==> config.mk <==
export PLATFORM = sky130hd
export DESIGN_NAME = decode_stage
export DESIGN_NICKNAME = d
export VERILOG_FILES = /design/src/rtl/core_pkg.sv /design/src/rtl/decode_stage.sv
export SDC_FILE = /design/constraint.sdc
export NUM_CORES = 1
export LEC_CHECK = 0
export BUFFER_PORTS_ARGS = -buffer_cell sky130_fd_sc_hd__buf_2
export CORE_AREA = 2 2 209 211
export DETAILED_ROUTE_END_ITERATION = 12
export DIE_AREA = 0 0 211 213
export GPL_ROUTABILITY_DRIVEN = 0
export PLACE_DENSITY = 0.3
export SETUP_SLACK_MARGIN = 0.2
export SYNTH_ARGS = -nofsm -noshare
export SYNTH_HDL_FRONTEND = slang
export SYNTH_SLANG_ARGS = --single-unit
==> constraint.sdc <==
create_clock -name vclk -period 2.5
set_input_delay 0.125 -clock vclk [all_inputs]
set_output_delay 0.125 -clock vclk [all_outputs]
set_load 0.02 [all_outputs]
==> src/rtl/core_pkg.sv <==
package core_pkg;

	// id_ex stall codes
	typedef enum logic [1:0] {
		STALL_NEXT = 2'b00,
		STALL_KEEP = 2'b01,
		STALL_ZERO = 2'b10
	} stall_t;

	typedef enum logic [3:0] {
		ALU_ZERO = 4'd0,
		ALU_ADD  = 4'd1,
		ALU_SUB  = 4'd2,
		ALU_AND  = 4'd3,
		ALU_OR   = 4'd4,
		ALU_XOR  = 4'd5,
		ALU_SLL  = 4'd6,
		ALU_SRL  = 4'd7,
		ALU_SLT  = 4'd8,
		ALU_LUI  = 4'd9
	} alu_op_t;

	typedef enum logic {
		OP2_REG = 1'b0,
		OP2_IMM = 1'b1
	} op2_src_t;

	// major opcodes of the supported subset
	localparam logic [6:0] OPC_OP     = 7'b0110011;
	localparam logic [6:0] OPC_OP_IMM = 7'b0010011;
	localparam logic [6:0] OPC_LUI    = 7'b0110111;

	// funct3 encodings shared by OP and OP-IMM
	localparam logic [2:0] F3_ADD = 3'b000;
	localparam logic [2:0] F3_SLL = 3'b001;
	localparam logic [2:0] F3_SLT = 3'b010;
	localparam logic [2:0] F3_XOR = 3'b100;
	localparam logic [2:0] F3_SRL = 3'b101;
	localparam logic [2:0] F3_OR  = 3'b110;
	localparam logic [2:0] F3_AND = 3'b111;

	localparam logic [6:0] F7_BASE = 7'b0000000;
	localparam logic [6:0] F7_ALT  = 7'b0100000;

	localparam int REG_ADDR_W = 5;
	localparam int INST_W     = 32;

endpackage

==> src/rtl/decode_stage.sv <==
`timescale 1ns/1ps

module decode_stage import core_pkg::*; #(
	parameter int XLEN = 64
) (
	input  logic                  inst_valid,
	input  logic [INST_W-1:0]     inst,
	input  logic [XLEN-1:0]       inst_pc,
	input  logic [XLEN-1:0]       rs1_data,
	input  logic [XLEN-1:0]       rs2_data,
	output logic [REG_ADDR_W-1:0] rs1_addr,
	output logic [REG_ADDR_W-1:0] rs2_addr,
	output logic                  uses_rs2,
	output logic                  id_valid,
	output logic [XLEN-1:0]       id_pc,
	output logic [INST_W-1:0]     id_inst,
	output logic [REG_ADDR_W-1:0] id_rs1_addr,
	output logic [REG_ADDR_W-1:0] id_rs2_addr,
	output logic [XLEN-1:0]       id_rs1_data,
	output logic [XLEN-1:0]       id_rs2_data,
	output logic [XLEN-1:0]       id_imm,
	output op2_src_t              id_op2_src,
	output alu_op_t               id_alu_op,
	output logic                  id_rd_wena,
	output logic [REG_ADDR_W-1:0] id_rd_waddr
);

	logic [6:0] opcode;
	logic [2:0] funct3;
	logic [6:0] funct7;
	logic       supported;

	assign opcode = inst[6:0];
	assign funct3 = inst[14:12];
	assign funct7 = inst[31:25];

	always_comb begin
		id_alu_op  = ALU_ZERO;
		id_op2_src = OP2_REG;
		id_imm     = '0;
		supported  = 1'b0;
		unique case (opcode)
			OPC_OP: begin
				supported = 1'b1;
				if (funct7 == F7_ALT && funct3 == F3_ADD) begin
					id_alu_op = ALU_SUB;
				end else if (funct7 == F7_BASE) begin
					case (funct3)
						F3_ADD: id_alu_op = ALU_ADD;
						F3_SLL: id_alu_op = ALU_SLL;
						F3_SLT: id_alu_op = ALU_SLT;
						F3_XOR: id_alu_op = ALU_XOR;
						F3_SRL: id_alu_op = ALU_SRL;
						F3_OR:  id_alu_op = ALU_OR;
						F3_AND: id_alu_op = ALU_AND;
						default: supported = 1'b0;
					endcase
				end else begin
					supported = 1'b0;
				end
			end
			OPC_OP_IMM: begin
				id_op2_src = OP2_IMM;
				id_imm     = XLEN'($signed(inst[31:20]));
				supported  = 1'b1;
				case (funct3)
					F3_ADD: id_alu_op = ALU_ADD;
					F3_XOR: id_alu_op = ALU_XOR;
					F3_OR:  id_alu_op = ALU_OR;
					F3_AND: id_alu_op = ALU_AND;
					default: supported = 1'b0;
				endcase
			end
			OPC_LUI: begin
				id_op2_src = OP2_IMM;
				id_imm     = XLEN'($signed({inst[31:12], 12'h000}));
				id_alu_op  = ALU_LUI;
				supported  = 1'b1;
			end
			default: ;
		endcase
		if (!supported) begin
			id_alu_op = ALU_ZERO;
		end
	end

	// only register-register ops read rs2, LUI reads nothing
	assign uses_rs2 = (opcode == OPC_OP);
	assign rs1_addr = (opcode == OPC_LUI) ? '0 : inst[19:15];
	assign rs2_addr = uses_rs2 ? inst[24:20] : '0;

	assign id_valid    = inst_valid;
	assign id_pc       = inst_pc;
	assign id_inst     = inst;
	assign id_rs1_addr = rs1_addr;
	assign id_rs2_addr = rs2_addr;
	assign id_rs1_data = rs1_data;
	assign id_rs2_data = rs2_data;
	assign id_rd_wena  = inst_valid && supported;
	assign id_rd_waddr = inst[11:7];

endmodule

Word level (Yosys, flattened, before mapping)
Index checks and enable logic that the tools add are counted.
Operators by class
  equality and inequality tests: 10
  mux-type cells: 15
  reduce and logical (&&, ||, !) cells: 7
Operators by type and width (count)
  64-bit one-hot mux with 2 select lines: 1
  4-bit one-hot mux with 7 select lines: 1
  7-bit by 6-bit == test with 1-bit output (second input constant): 3
  3-bit == test (second input constant): 4
  4-bit two-way mux: 3
  3-bit one-hot mux with 4 select lines: 1
  4-bit one-hot mux with 3 select lines: 1
  5-bit two-way mux: 2
  7-bit by 5-bit == test with 1-bit output (second input constant): 1
  7-bit logical NOT: 1
  7-bit OR reduction: 1
  1-bit two-way mux: 5
  4-bit OR reduction: 1
  3-bit by 1-bit == test with 1-bit output (second input constant): 1
  3-bit by 2-bit == test with 1-bit output (second input constant): 1
  3-bit logical NOT: 1
  1-bit one-hot mux with 3 select lines: 1
  1-bit logical AND: 2
  2-bit OR reduction: 1
Word-level totals
  flip-flop bits (word level): 0
  bits of input ports: 225
  output and inout bits: 321

Depth between registers and ports, before layout
Gate-level depths: netlist of run 1.
  word-level depth: 7
  gate-level depth with buffers: 5
  mapped depth without buffers: 4

Least setup slack after synthesis of run 1
OpenSTA, ideal clock, no wires.
  kind: input -> output
  from: input port inst[3]
  to: output port id_imm[32]
  data arrival time: 1.907 ns
  data required time: 2.375 ns
  slack: 0.468 ns
  stages: 5
  buffers on the path: 1
  path through: or3b_4 -> nor3_2 -> or2_2 -> and2_2 -> buf_4
Between the ends
  longest elaborated chain between the ends: 2
  elaborated cells on any way between the ends: 3
  classes of those cells: eq/ne (2); mux (1)
RTL lines
  start, declared: RTL line decode_stage.sv:7  | input logic [INST_W-1:0] inst,
  7-bit by 6-bit == test with 1-bit output / 7-bit by 5-bit == test with 1-bit output (equally long branches): RTL line decode_stage.sv:42  | unique case (opcode)
  64-bit one-hot mux with 2 select lines *: RTL line decode_stage.sv:42
  end, declared: RTL line decode_stage.sv:21  | output logic [XLEN-1:0] id_imm,
Mark *: on every way between the ends. The rest lies on a longest branch, timed or not.

Worst setup path after layout of run 1
  from: input port inst[31]
  to: output port id_alu_op[0]
Between the ends
  longest elaborated chain between the ends: 5
  elaborated cells on any way between the ends: 10
  classes of those cells: eq/ne (1); mux (7); reduce/logical (2)
RTL lines
  7-bit logical NOT / 7-bit by 6-bit == test with 1-bit output (equally long branches): RTL line decode_stage.sv:47, decode_stage.sv:45
  4-bit two-way mux (tied with other cells): RTL line decode_stage.sv:47  | end else if (funct7 == F7_BASE) begin
  4-bit two-way mux / 1-bit two-way mux (equally long branches): RTL line decode_stage.sv:45  | if (funct7 == F7_ALT && funct3 == F3_ADD) begin
  4-bit one-hot mux with 3 select lines / 1-bit one-hot mux with 3 select lines (equally long branches): RTL line decode_stage.sv:42
  4-bit two-way mux *: RTL line decode_stage.sv:82  | if (!supported) begin
  end, declared: RTL line decode_stage.sv:23  | output alu_op_t id_alu_op,
Marks and branches as above.

==> load_flow_metrics.sql, run 1 <==
INSERT INTO impl_metrics (metric_group, metric, value, unit) VALUES
('timing', 'tightest_slew', '0.2747', 'ns'),
('timing', 'slew_headroom', '0.8155', ''),
('final_layout', 'drive_above_1_share', '0.7186', ''),
('grt', 'grt_first_pass_wirelength', '12480', 'µm'),
('floorplan', 'fp-row-count', '76', ''),
('timing', 'finalCritPeriodShare', '0.8006', ''),
('final_layout', 'nNetsFinal', '458', ''),
('floorplan', 'floorplan.initialDensity', '0.06239', ''),
('synthesis', 'synthCells', '356', ''),
('worst_setup_path', 'crit_arrival', '1.88', 'ns'),
('detailed_routing', 'drt_iter0_markers', '18', ''),
('clock_tree', 'cts_hold_buffers', '0', ''),
('floorplan', 'die_outline_area', '44940', 'µm²'),
('power', 'power.leakage', '1.149', 'nW'),
('power', 'p_seq_frac', '0', ''),
('power', 'clock_power_share', '0', ''),
('timing', 'final_period_minus_worst_setup_slack', '2.001', 'ns'),
('worst_setup_path', 'critical_path_peak_fanout', '5', ''),
('synthesis', 'yosysWarnings', '0', ''),
('final_layout', 'final_core_util', '0.04912', ''),
('timing', 'fmax', '499.6', 'MHz'),
('final_layout', 'area_delta_synth_final', '-21.28', '%'),
('grt', 'number_of_global_route_vias_before_repair', '1346', ''),
('clock_tree', 'post-cts-setup-buffer-count', '0', ''),
('detailed_routing', 'drcViolationCount', '0', ''),
('floorplan', 'io_pins', '546', ''),
('worst_setup_path', 'crit_path_end_kind', 'output pin', ''),
('worst_setup_path', 'path_common_cell', 'sky130_fd_sc_hd__buf_2', ''),
('placed_design', 'io_buffers', '147', ''),
('final_layout', 'most_frequent_cells_in_the_layout', '147 x sky130_fd_sc_hd__buf_2, 19 x sky130_fd_sc_hd__a21o_1, 16 x sky130_fd_sc_hd__and2_1, 6 x sky130_fd_sc_hd__nand2_1, 5 x sky130_fd_sc_hd__inv_1', ''),
('grt', 'number_of_antenna_violations_at_the_first_check_in_global_routing', '1', ''),
('worst_setup_path', 'critical_path.startpoint_type', 'input pin', ''),
('worst_setup_path', 'worst_path_largest_cell_delay', '0.61', 'ns'),
('final_layout', 'seq_area', '0', 'µm²'),
('status', 'run_status', 'completed', ''),
('synthesis', 'netlist-cell-type-count', '30', ''),
('timing', 'timing_hold_violations_final', '0', ''),
('floorplan', 'die_x', '211', 'µm'),
('detailed_routing', 'detailroute.via_count', '1575', ''),
('worst_setup_path', 'timing_worst_setup_path_type', 'in2out', ''),
('worst_setup_path', 'cpMaxStageDelayCell', 'sky130_fd_sc_hd__or4_4', ''),
('synthesis', 'netlist_area', '2664', 'µm²'),
('power', 'power.internal', '0.00005576', 'W'),
('power', 'max-vdd-ir-drop', '0.02567', 'mV'),
('detailed_routing', 'wl_per_cell', '13.89', 'µm'),
('final_layout', 'number_of_clock_buffers_in_the_layout', '0', ''),
('synthesis', 'synth.net_count', '581', ''),
('synthesis', 'avgSynthCellArea', '7.483', 'µm²'),
('timing', 'tns', '0', 'ns'),
('placed_design', 'hpwlAfterDp', '9499', 'µm'),
('worst_setup_path', 'worst-path-buf-inv', '2', ''),
('power', 'combPwrFrac', '1.000', ''),
('grt', 'global_route.usage.total', '0.04244', ''),
('flow_run', 'max_cap_violations', '0', ''),
('power', 'power', '0.0001809', 'W'),
('detailed_routing', 'postRouteAntennaNets', '0', ''),
('timing', 'rsz0062_at_grt', 'no', ''),
('power', 'powerDensity', '86.25', 'nW/µm²'),
('timing', 'finalMaxSlewViolations', '0', ''),
('synthesis', 'seq_area_frac_synth', '0', ''),
('final_layout', 'sequential_cell_count', '0', ''),
('timing', 'timing.final.setup_violations', '0', ''),
('floorplan', 'area_of_the_placeable_core', '42700', 'µm²'),
('clock_tree', 'cts_resized', '0', ''),
('worst_setup_path', 'required', '2.38', 'ns'),
('grt', 'grt_remaining_overflow', '0', ''),
('timing', 'hold-worst-slack', '0.2500', 'ns'),
('power', 'power_switching', '0.0001251', 'W'),
('detailed_routing', 'postRouteWirelength', '10840', 'µm'),
('worst_setup_path', 'critical_path.cell_chain', 'buf_2 > or4_4 > nor3_4 > a31oi_1 > o41ai_2 > buf_2', ''),
('grt', 'grt_max_degree', '34', ''),
('final_layout', 'mostFrequentLayoutCell', 'sky130_fd_sc_hd__buf_2', ''),
('detailed_routing', 'routed_via_density', '2.019', ''),
('floorplan', 'vertical_extent_of_the_die', '213', 'µm'),
('detailed_routing', 'number_of_search_and_repair_iterations_in_the_first_detailed_routing_pass', '3', ''),
('worst_setup_path', 'critical_path.top_delay_family', 'simple AND/OR/NAND/NOR gates', ''),
('power', 'net_switching_fraction_of_the_power', '0.6917', ''),
('min_path', 'min-delay-path-class', 'in2out', '');
[final timing paths]
| path | startpoint | to | slack, ns | depth (start not counted) |
|---|---|---|---|---|
| worst max-delay path | inst[31] | id_alu_op[0] | 0.50 | 6 |
| worst min-delay path | inst_pc[27] | id_pc[27] | 0.25 | 0 |
[synthesized netlist by cell type, drive strengths merged (2+ instances only)]
cell      n  area share
o21ai     2      0.0038
and2     18       0.043
a21o     19       0.054
nor4      2       0.016
nor2b     4      0.0094
and2b     2      0.0061
a31oi     3      0.0070
inv       5      0.0070
nor3      2      0.0099
nor2      2      0.0028
o41ai     2       0.012
buf     276        0.78
clkbuf    3       0.012
nand2     6      0.0085
[layout make-up]
class,count,area [µm²]
antenna,3,7.507
fill,5071,40600
inverter,5,18.77
multi-input combinational,72,549.3
tap,546,683.2
timing repair buffer,154,838.3
[cell families (layout without fill, tap and decap cells)]
logic type | Yosys count | count (layout) | synth area share
buffers and inverters | 284 | 159 | 0.7962
and+or+nand+nor | 41 | 41 | 0.1109
AOI/OAI and AO/OA | 30 | 30 | 0.08925
muxes | 1 | 1 | 0.003758
other | 0 | 3 | 0
[power by group through the flow]
| stage | clock network, W | logic, W | registers, W |
|---|---|---|---|
| floorplan | 0 | 0.000600 | 0 |
| global placement | 0 | 0.000188 | 0 |
| detailed placement | 0 | 0.000188 | 0 |
| CTS | 0 | 0.000188 | 0 |
| global route | 0 | 0.000197 | 0 |
| finish | 0.0000000000566 | 0.000181 | 0 |
[metrics by stage]
stage	setup WS [ns]	instances	cell area, µm²
2_1_floorplan	0.4677	356	2664
3_3_place_gp	0.3996	777	2090
3_5_place_dp	0.4328	777	2090
4_1_cts	0.4220	777	2090
5_1_grt	0.3682	777	2090
6_report	0.4985	780	2097
[per-layer routing]
metal  GRT usage  vias to the layer above  wire length, µm
met5           0                        -                0
met4     0.03667                        0              931
met3     0.02897                       92             2007
met2     0.06159                      249             4381
met1     0.04108                      633             3517
li1            -                      601                -
Note: power is estimated with default switching activity, not from simulation.
==> inputs of run 2 (changes only) <==
- ABC_AREA: not set -> 1
- CORE_AREA: 2 2 209 211 -> 2 2 213 215
- DIE_AREA: 0 0 211 213 -> 0 0 215 217
- clock period: 2.5 -> 1.6 ns (I/O delays scaled with it)
==> run 2 against run 1 <==
Combinational power is 77% higher. Non-clock buffer count is 15 higher. Largest power group unchanged. Global-route usage is 0.068 points higher. Sequential cell count stayed put. Sequential share of layout area stayed put. Routed wire length is 7.3% higher. Via count is 12% higher. Design area is 27% higher.
==> load_flow_metrics.sql, run 2 <==
INSERT INTO impl_metrics (metric_group, metric, value, unit) VALUES
('status', 'run_status', 'completed', ''),
('worst_setup_path', 'required', '1.52', 'ns'),
('final_layout', 'seq_area', '0', 'µm²'),
('final_layout', 'drive_above_1_share', '0.7474', ''),
('synthesis', 'synth.net_count', '619', ''),
('placed_design', 'hpwlAfterDp', '9776', 'µm'),
('timing', 'finalCritPeriodShare', '0.8375', ''),
('grt', 'grt_util_met2', '0.06602', ''),
('timing', 'timing_hold_violations_final', '0', ''),
('grt', 'global_route.usage.total', '0.04312', ''),
('detailed_routing', 'drt_iter0_markers', '43', ''),
('power', 'powerDensity', '120.5', 'nW/µm²'),
('min_path', 'min_delay_path_depth', '0', ''),
('grt', 'grt_busiest_layer', 'met2', ''),
('flow_run', 'max_cap_violations', '0', ''),
('power', 'max-vdd-ir-drop', '0.06989', 'mV'),
('floorplan', 'die_x', '215', 'µm'),
('synthesis', 'netlist_area', '2705', 'µm²'),
('worst_setup_path', 'crit_arrival', '1.26', 'ns'),
('grt', 'grt_first_pass_wirelength', '13830', 'µm'),
('final_layout', 'nNetsFinal', '512', ''),
('final_layout', 'area_delta_synth_final', '-1.619', '%'),
('synthesis', 'synth.top_cells.by_count', '272 x sky130_fd_sc_hd__buf_4, 27 x sky130_fd_sc_hd__nor2_1, 24 x sky130_fd_sc_hd__inv_1, 19 x sky130_fd_sc_hd__o21ai_2, 17 x sky130_fd_sc_hd__nand2_1', ''),
('detailed_routing', 'detailroute.via_count', '1757', ''),
('synthesis', 'synthDominantAreaCellType', 'sky130_fd_sc_hd__buf_4', ''),
('synthesis', 'yosys.cell_count.top_type', 'sky130_fd_sc_hd__buf_4', ''),
('power', 'power.leakage', '1.258', 'nW'),
('timing', 'tns', '0', 'ns'),
('floorplan', 'die_outline_area', '46660', 'µm²'),
('synthesis', 'avgSynthCellArea', '6.866', 'µm²'),
('grt', 'met1_demand_to_capacity_share_in_global_routing', '0.04382', ''),
('final_layout', 'sequential_cell_count', '0', ''),
('final_layout', 'most_frequent_cells_in_the_layout', '99 x sky130_fd_sc_hd__buf_2, 45 x sky130_fd_sc_hd__buf_4, 22 x sky130_fd_sc_hd__nor2_1, 21 x sky130_fd_sc_hd__inv_1, 18 x sky130_fd_sc_hd__o21ai_2', ''),
('final_layout', 'finish.instance_area', '2661', 'µm²'),
('grt', 'grt_max_degree', '34', ''),
('placed_design', 'io_buffers', '147', ''),
('min_path', 'worstHoldEndpoint', 'id_pc[56]', ''),
('timing', 'rsz0062_at_grt', 'yes', ''),
('floorplan', 'io_pins', '546', ''),
('placed_design', 'dpl-instance-area', '2281', 'µm²'),
('floorplan', 'floorplan.initialDensity', '0.06052', ''),
('synthesis', 'yosysWarnings', '0', ''),
('synthesis', 'synthCells', '394', ''),
('synthesis', 'yosys.area.top_type_share', '0.7549', ''),
('detailed_routing', 'routed_via_density', '1.985', ''),
('final_layout', 'num_antenna_cells', '0', ''),
('detailed_routing', 'postRouteAntennaNets', '0', ''),
('min_path', 'timing.hold.worst.start', 'inst_pc[56]', ''),
('detailed_routing', 'wl_per_cell', '13.14', 'µm'),
('detailed_routing', 'postRouteWirelength', '11630', 'µm'),
('worst_setup_path', 'critical_path_peak_fanout', '8', ''),
('final_layout', 'fill_cells', '5346', ''),
('grt', 'number_of_antenna_violations_at_the_first_check_in_global_routing', '0', ''),
('grt', 'grt_remaining_overflow', '0', ''),
('timing', 'final_period_minus_worst_setup_slack', '1.340', 'ns'),
('worst_setup_path', 'timing_worst_setup_path_type', 'in2out', ''),
('worst_setup_path', 'critical_path.startpoint_type', 'input pin', ''),
('timing', 'slew_headroom', '0.8218', ''),
('synthesis', 'seq_area_frac_synth', '0', ''),
('timing', 'fmax', '746.3', 'MHz'),
('timing', 'tightest_slew', '0.2673', 'ns'),
('timing', 'timing.final.setup_violations', '0', ''),
('detailed_routing', 'drcViolationCount', '0', ''),
('synthesis', 'synthTopCellsByArea', 'sky130_fd_sc_hd__buf_4 75%, sky130_fd_sc_hd__o21ai_2 6.2%, sky130_fd_sc_hd__nor2_1 3.7%, sky130_fd_sc_hd__inv_1 3.3%, sky130_fd_sc_hd__nand2_1 2.4%', ''),
('floorplan', 'vertical_extent_of_the_die', '217', 'µm'),
('grt', 'number_of_global_route_vias_before_repair', '1681', ''),
('detailed_routing', 'number_of_search_and_repair_iterations_in_the_first_detailed_routing_pass', '3', ''),
('worst_setup_path', 'crit_path_end_kind', 'output pin', ''),
('floorplan', 'area_of_the_placeable_core', '44700', 'µm²'),
('floorplan', 'fp-row-count', '78', ''),
('final_layout', 'number_of_clock_buffers_in_the_layout', '0', ''),
('grt', 'grt_util_met3', '0.02432', ''),
('final_layout', 'mostFrequentLayoutCell', 'sky130_fd_sc_hd__buf_2', ''),
('timing', 'finalMaxSlewViolations', '0', ''),
('synthesis', 'netlist-cell-type-count', '20', ''),
('min_path', 'min-delay-path-class', 'in2out', '');
-- run 2: per-stage QoR --
step                      power (W)  instances  setup slack [ns]  utilization  hold WS [ns]
after floorplan           0.0009558        394           0.09963            -        0.2726
after global placement    0.0003079        878            0.1250      0.05103        0.1601
after detailed placement  0.0003071        878            0.1230      0.05103        0.1601
after CTS                 0.0003107        880            0.2046      0.05209        0.1601
after global routing      0.0003478        885            0.1801      0.05954        0.1600
final                     0.0003207        885            0.2600      0.05954        0.1600
-- run 2: cell families after synthesis --
logic type | after synthesis | share of synthesized area
AO/OA/AOI/OAI | 25 | 0.07354
AND/OR/NAND/NOR | 62 | 0.1078
buffers and inverters | 307 | 0.8187
-- run 2: worst max path at each step --
| stage | from | depth (start not counted) | end | slack [ns] |
|---|---|---|---|---|
| 2_1_floorplan | inst[1] | 8 | id_imm[32] | 0.1 |
| 3_3_place_gp | inst[29] | 9 | id_alu_op[2] | 0.13 |
| 3_5_place_dp | inst[5] | 7 | id_alu_op[2] | 0.12 |
| 4_1_cts | inst[6] | 9 | id_rd_wena | 0.20 |
| 5_1_grt | inst[5] | 8 | id_imm[38] | 0.18 |
| 6_report | inst[5] | 8 | id_imm[38] | 0.26 |
-- run 2: layout make-up --
| cell class | count | area, µm² | area share |
|---|---|---|---|
| Inverter | 29 | 125.1 | 0.04701 |
| Timing Repair Buffer | 169 | 1225 | 0.4603 |
| Tap cell | 600 | 750.7 | 0.2821 |
| Multi-Input combinational cell | 87 | 560.5 | 0.2106 |
-- run 2: metal layers --
metal  part of all wire  up-vias
li1                   -      707
met2               0.43      246
met5                  0        -
met4              0.078        0
met3               0.15       95
met1               0.33      709
-- run 2: critical path, stage by stage --
cell	delay (ns)
sky130_fd_sc_hd__buf_8	0.10
sky130_fd_sc_hd__nand3b_1	0.24
sky130_fd_sc_hd__nor2_4	0.21
sky130_fd_sc_hd__nand2_4	0.09
sky130_fd_sc_hd__o21ai_4	0.07
sky130_fd_sc_hd__buf_12	0.15
sky130_fd_sc_hd__clkbuf_16	0.18
sky130_fd_sc_hd__buf_8	0.12
-- run 2: what timing repair did --
action                                  4_1_cts  5_1_grt
endpoints found under the setup margin       21       60
cloned                                        0        3
setup buffers                                 2        2
pin swaps                                     2        4
gates resized for setup                       6       81
hold buffers                                  0        0
-- run 2: report_power, final --
part | internal [W] | leakage [nW] | switching [W]
combinational | 0.000109 | 1.26 | 0.000212
sequential | 0 | 0 | 0
clock | 0 | 0 | 0
==> inputs of run 3 (changes only) <==
- CORE_AREA: 2 2 213 215 -> 2 2 211 213
- DIE_AREA: 0 0 215 217 -> 0 0 213 215
- clock period: 1.6 -> 1.3 ns (I/O delays scaled with it)
==> run 3 against run 2 <==
Non-clock buffer count increased by 26. Routed wire length increased by 5.6%. The run now ends with setup timing left. Sequential share of layout area unchanged. Critical path type unchanged. Global-route usage increased by 0.54 points. Critical path depth increased by 3. Final cell count increased by 2.0%. Utilization increased by 2.6 points. Die area decreased by 1.8%.
==> load_flow_metrics.sql, run 3 (synthesized netlist as in run 2, its figures left out) <==
INSERT INTO impl_metrics (metric_group, metric, value, unit) VALUES
('floorplan', 'fp-row-count', '77', ''),
('timing', 'fmax', '755.3', 'MHz'),
('worst_setup_path', 'critical_path.startpoint_type', 'input pin', ''),
('timing', 'finalWorstSetupSlack', '-0.02403', 'ns'),
('timing', 'tns', '-0.3527', 'ns'),
('flow_run', 'max_cap_violations', '0', ''),
('detailed_routing', 'wl_per_cell', '13.59', 'µm'),
('final_layout', 'num_antenna_cells', '0', ''),
('worst_setup_path', 'crit_path_end_kind', 'output pin', ''),
('final_layout', 'most_frequent_cells_in_the_layout', '69 x sky130_fd_sc_hd__buf_6, 46 x sky130_fd_sc_hd__buf_2, 36 x sky130_fd_sc_hd__buf_4, 26 x sky130_fd_sc_hd__buf_8, 22 x sky130_fd_sc_hd__nor2_4', ''),
('detailed_routing', 'number_of_search_and_repair_iterations_in_the_first_detailed_routing_pass', '4', ''),
('grt', 'grt_busiest_layer', 'met2', ''),
('worst_setup_path', 'required', '1.24', 'ns'),
('detailed_routing', 'drcViolationCount', '0', ''),
('final_layout', 'stdcell_count', '903', ''),
('grt', 'grt_first_pass_wirelength', '15120', 'µm'),
('final_layout', 'fill_cells', '5075', ''),
('grt', 'grt_util_met3', '0.02850', ''),
('final_layout', 'mostFrequentLayoutCell', 'sky130_fd_sc_hd__buf_6', ''),
('grt', 'grt_util_met2', '0.07970', ''),
('grt', 'grt_max_degree', '10', ''),
('status', 'failed_checks', 'setup timing', ''),
('grt', 'grt_remaining_overflow', '0', ''),
('detailed_routing', 'drt_iter0_markers', '14', ''),
('detailed_routing', 'postRouteAntennaNets', '0', ''),
('min_path', 'worstHoldEndpoint', 'id_pc[11]', ''),
('timing', 'finalCritPeriodShare', '1.018', ''),
('final_layout', 'multiInputGateArea', '780.7', 'µm²'),
('power', 'powerDensity', '136.4', 'nW/µm²'),
('status', 'run_status', 'finished with violations', ''),
('grt', 'met1_demand_to_capacity_share_in_global_routing', '0.04359', ''),
('floorplan', 'io_pins', '546', ''),
('placed_design', 'io_buffers', '147', ''),
('final_layout', 'area_delta_synth_final', '38.30', '%'),
('floorplan', 'die_x', '213', 'µm'),
('final_layout', 'nNetsFinal', '538', ''),
('timing', 'timing.final.setup_violations', '27', ''),
('worst_setup_path', 'timing_worst_setup_path_type', 'in2out', ''),
('worst_setup_path', 'critical_path_peak_fanout', '8', ''),
('min_path', 'min-delay-path-class', 'in2out', ''),
('min_path', 'min_delay_path_depth', '0', ''),
('final_layout', 'number_of_clock_buffers_in_the_layout', '0', ''),
('floorplan', 'floorplan.initialDensity', '0.06198', ''),
('detailed_routing', 'routed_via_density', '2.105', ''),
('floorplan', 'area_of_the_placeable_core', '43640', 'µm²'),
('min_path', 'timing.hold.worst.start', 'inst_pc[11]', ''),
('grt', 'number_of_global_route_vias_before_repair', '1945', ''),
('detailed_routing', 'postRouteWirelength', '12270', 'µm'),
('final_layout', 'drive_above_1_share', '0.8650', ''),
('grt', 'number_of_antenna_violations_at_the_first_check_in_global_routing', '0', ''),
('final_layout', 'seq_area', '0', 'µm²'),
('timing', 'finalMaxSlewViolations', '0', ''),
('floorplan', 'die_outline_area', '45800', 'µm²'),
('power', 'power.leakage', '1.572', 'nW'),
('power', 'max-vdd-ir-drop', '0.08502', 'mV'),
('timing', 'final_period_minus_worst_setup_slack', '1.324', 'ns'),
('timing', 'slew_headroom', '0.7494', ''),
('clock_tree', 'cts_hold_buffers', '0', ''),
('worst_setup_path', 'setup.worst_path.start', 'inst[6]', ''),
('worst_setup_path', 'crit_arrival', '1.26', 'ns'),
('final_layout', 'sequential_cell_count', '0', ''),
('detailed_routing', 'detailroute.via_count', '1901', ''),
('grt', 'global_route.usage.total', '0.04856', ''),
('timing', 'timing_hold_violations_final', '0', ''),
('timing', 'tightest_slew', '0.3720', 'ns'),
('floorplan', 'vertical_extent_of_the_die', '215', 'µm'),
('placed_design', 'placed_cells', '882', ''),
('timing', 'rsz0062_at_grt', 'yes', ''),
('placed_design', 'hpwlAfterDp', '10010', 'µm');
==> run 3: changes by cell type in the layout (fill, tap and decap cells not counted), sizes merged <==
cell | before | now
buf | 166 | 195
clkbuf | 3 | 0
clkinv | 0 | 2
inv | 28 | 26
==> run 3: power breakdown <==
group | switching (W) | internal (W) | leakage (nW)
Combinational | 0.000299 | 0.000211 | 1.57
Clock | 0 | 0 | 0
Sequential | 0 | 0 | 0
==> run 3: worst max-delay path: stages <==
cell and delay (ns):
sky130_fd_sc_hd__buf_12 0.11, sky130_fd_sc_hd__clkinv_8 0.04, sky130_fd_sc_hd__buf_12 0.08, sky130_fd_sc_hd__nand3_4 0.07, sky130_fd_sc_hd__nor2_4 0.18, sky130_fd_sc_hd__inv_6 0.05
sky130_fd_sc_hd__o21ai_4 0.13, sky130_fd_sc_hd__buf_12 0.14, sky130_fd_sc_hd__buf_12 0.12, sky130_fd_sc_hd__buf_16 0.14, sky130_fd_sc_hd__buf_8 0.12
==> run 3: how the worst max path moves through the flow <==
stage | to | slack [ns]
global placement | id_imm[31] | -0.12
CTS | id_imm[45] | -0.1
global route | id_imm[62] | -0.1
floorplan | id_imm[32] | -0.17
finish | id_imm[63] | -0.02
detailed placement | id_imm[31] | -0.13
==> run 3: area by class of cell <==
cell class,instances,area share
Timing Repair Buffer,195,0.5502
Multi-Input combinational cell,87,0.2087
Tap cell,592,0.1980
Inverter,29,0.04314
==> run 3: through the flow <==
stage / utilization / total power [W] / hold WS (ns) / setup WS (ns) / instance area [µm²]
3_5_place_dp: 0.05519 / 0.0003985 / 0.1301 / -0.1268 / 2409
2_1_floorplan: - / 0.001179 / 0.2426 / -0.1704 / 2765
5_1_grt: 0.08572 / 0.0005470 / 0.1300 / -0.09618 / 3741
4_1_cts: 0.08062 / 0.0004972 / 0.1301 / -0.09672 / 3518
3_3_place_gp: 0.05519 / 0.0003986 / 0.1301 / -0.1170 / 2409
6_report: 0.08572 / 0.0005104 / 0.1300 / -0.02403 / 3741
==> run 3: metal layers <==
layer / vias up / share of wire / wire, µm
met5: - / 0 / 0
met4: 0 / 0.082 / 1001
met3: 87 / 0.16 / 2006
met2: 269 / 0.45 / 5550
met1: 785 / 0.30 / 3714
li1: 760 / - / -
==> run 3: repair_timing <==
action                                 4_1_cts  5_1_grt
setup endpoints to repair                   91       91
gates cloned                                 4        0
buffers inserted                            11        6
endpoints found under the hold margin        0        0
resized for setup                          262       43
pin swaps                                   12        8
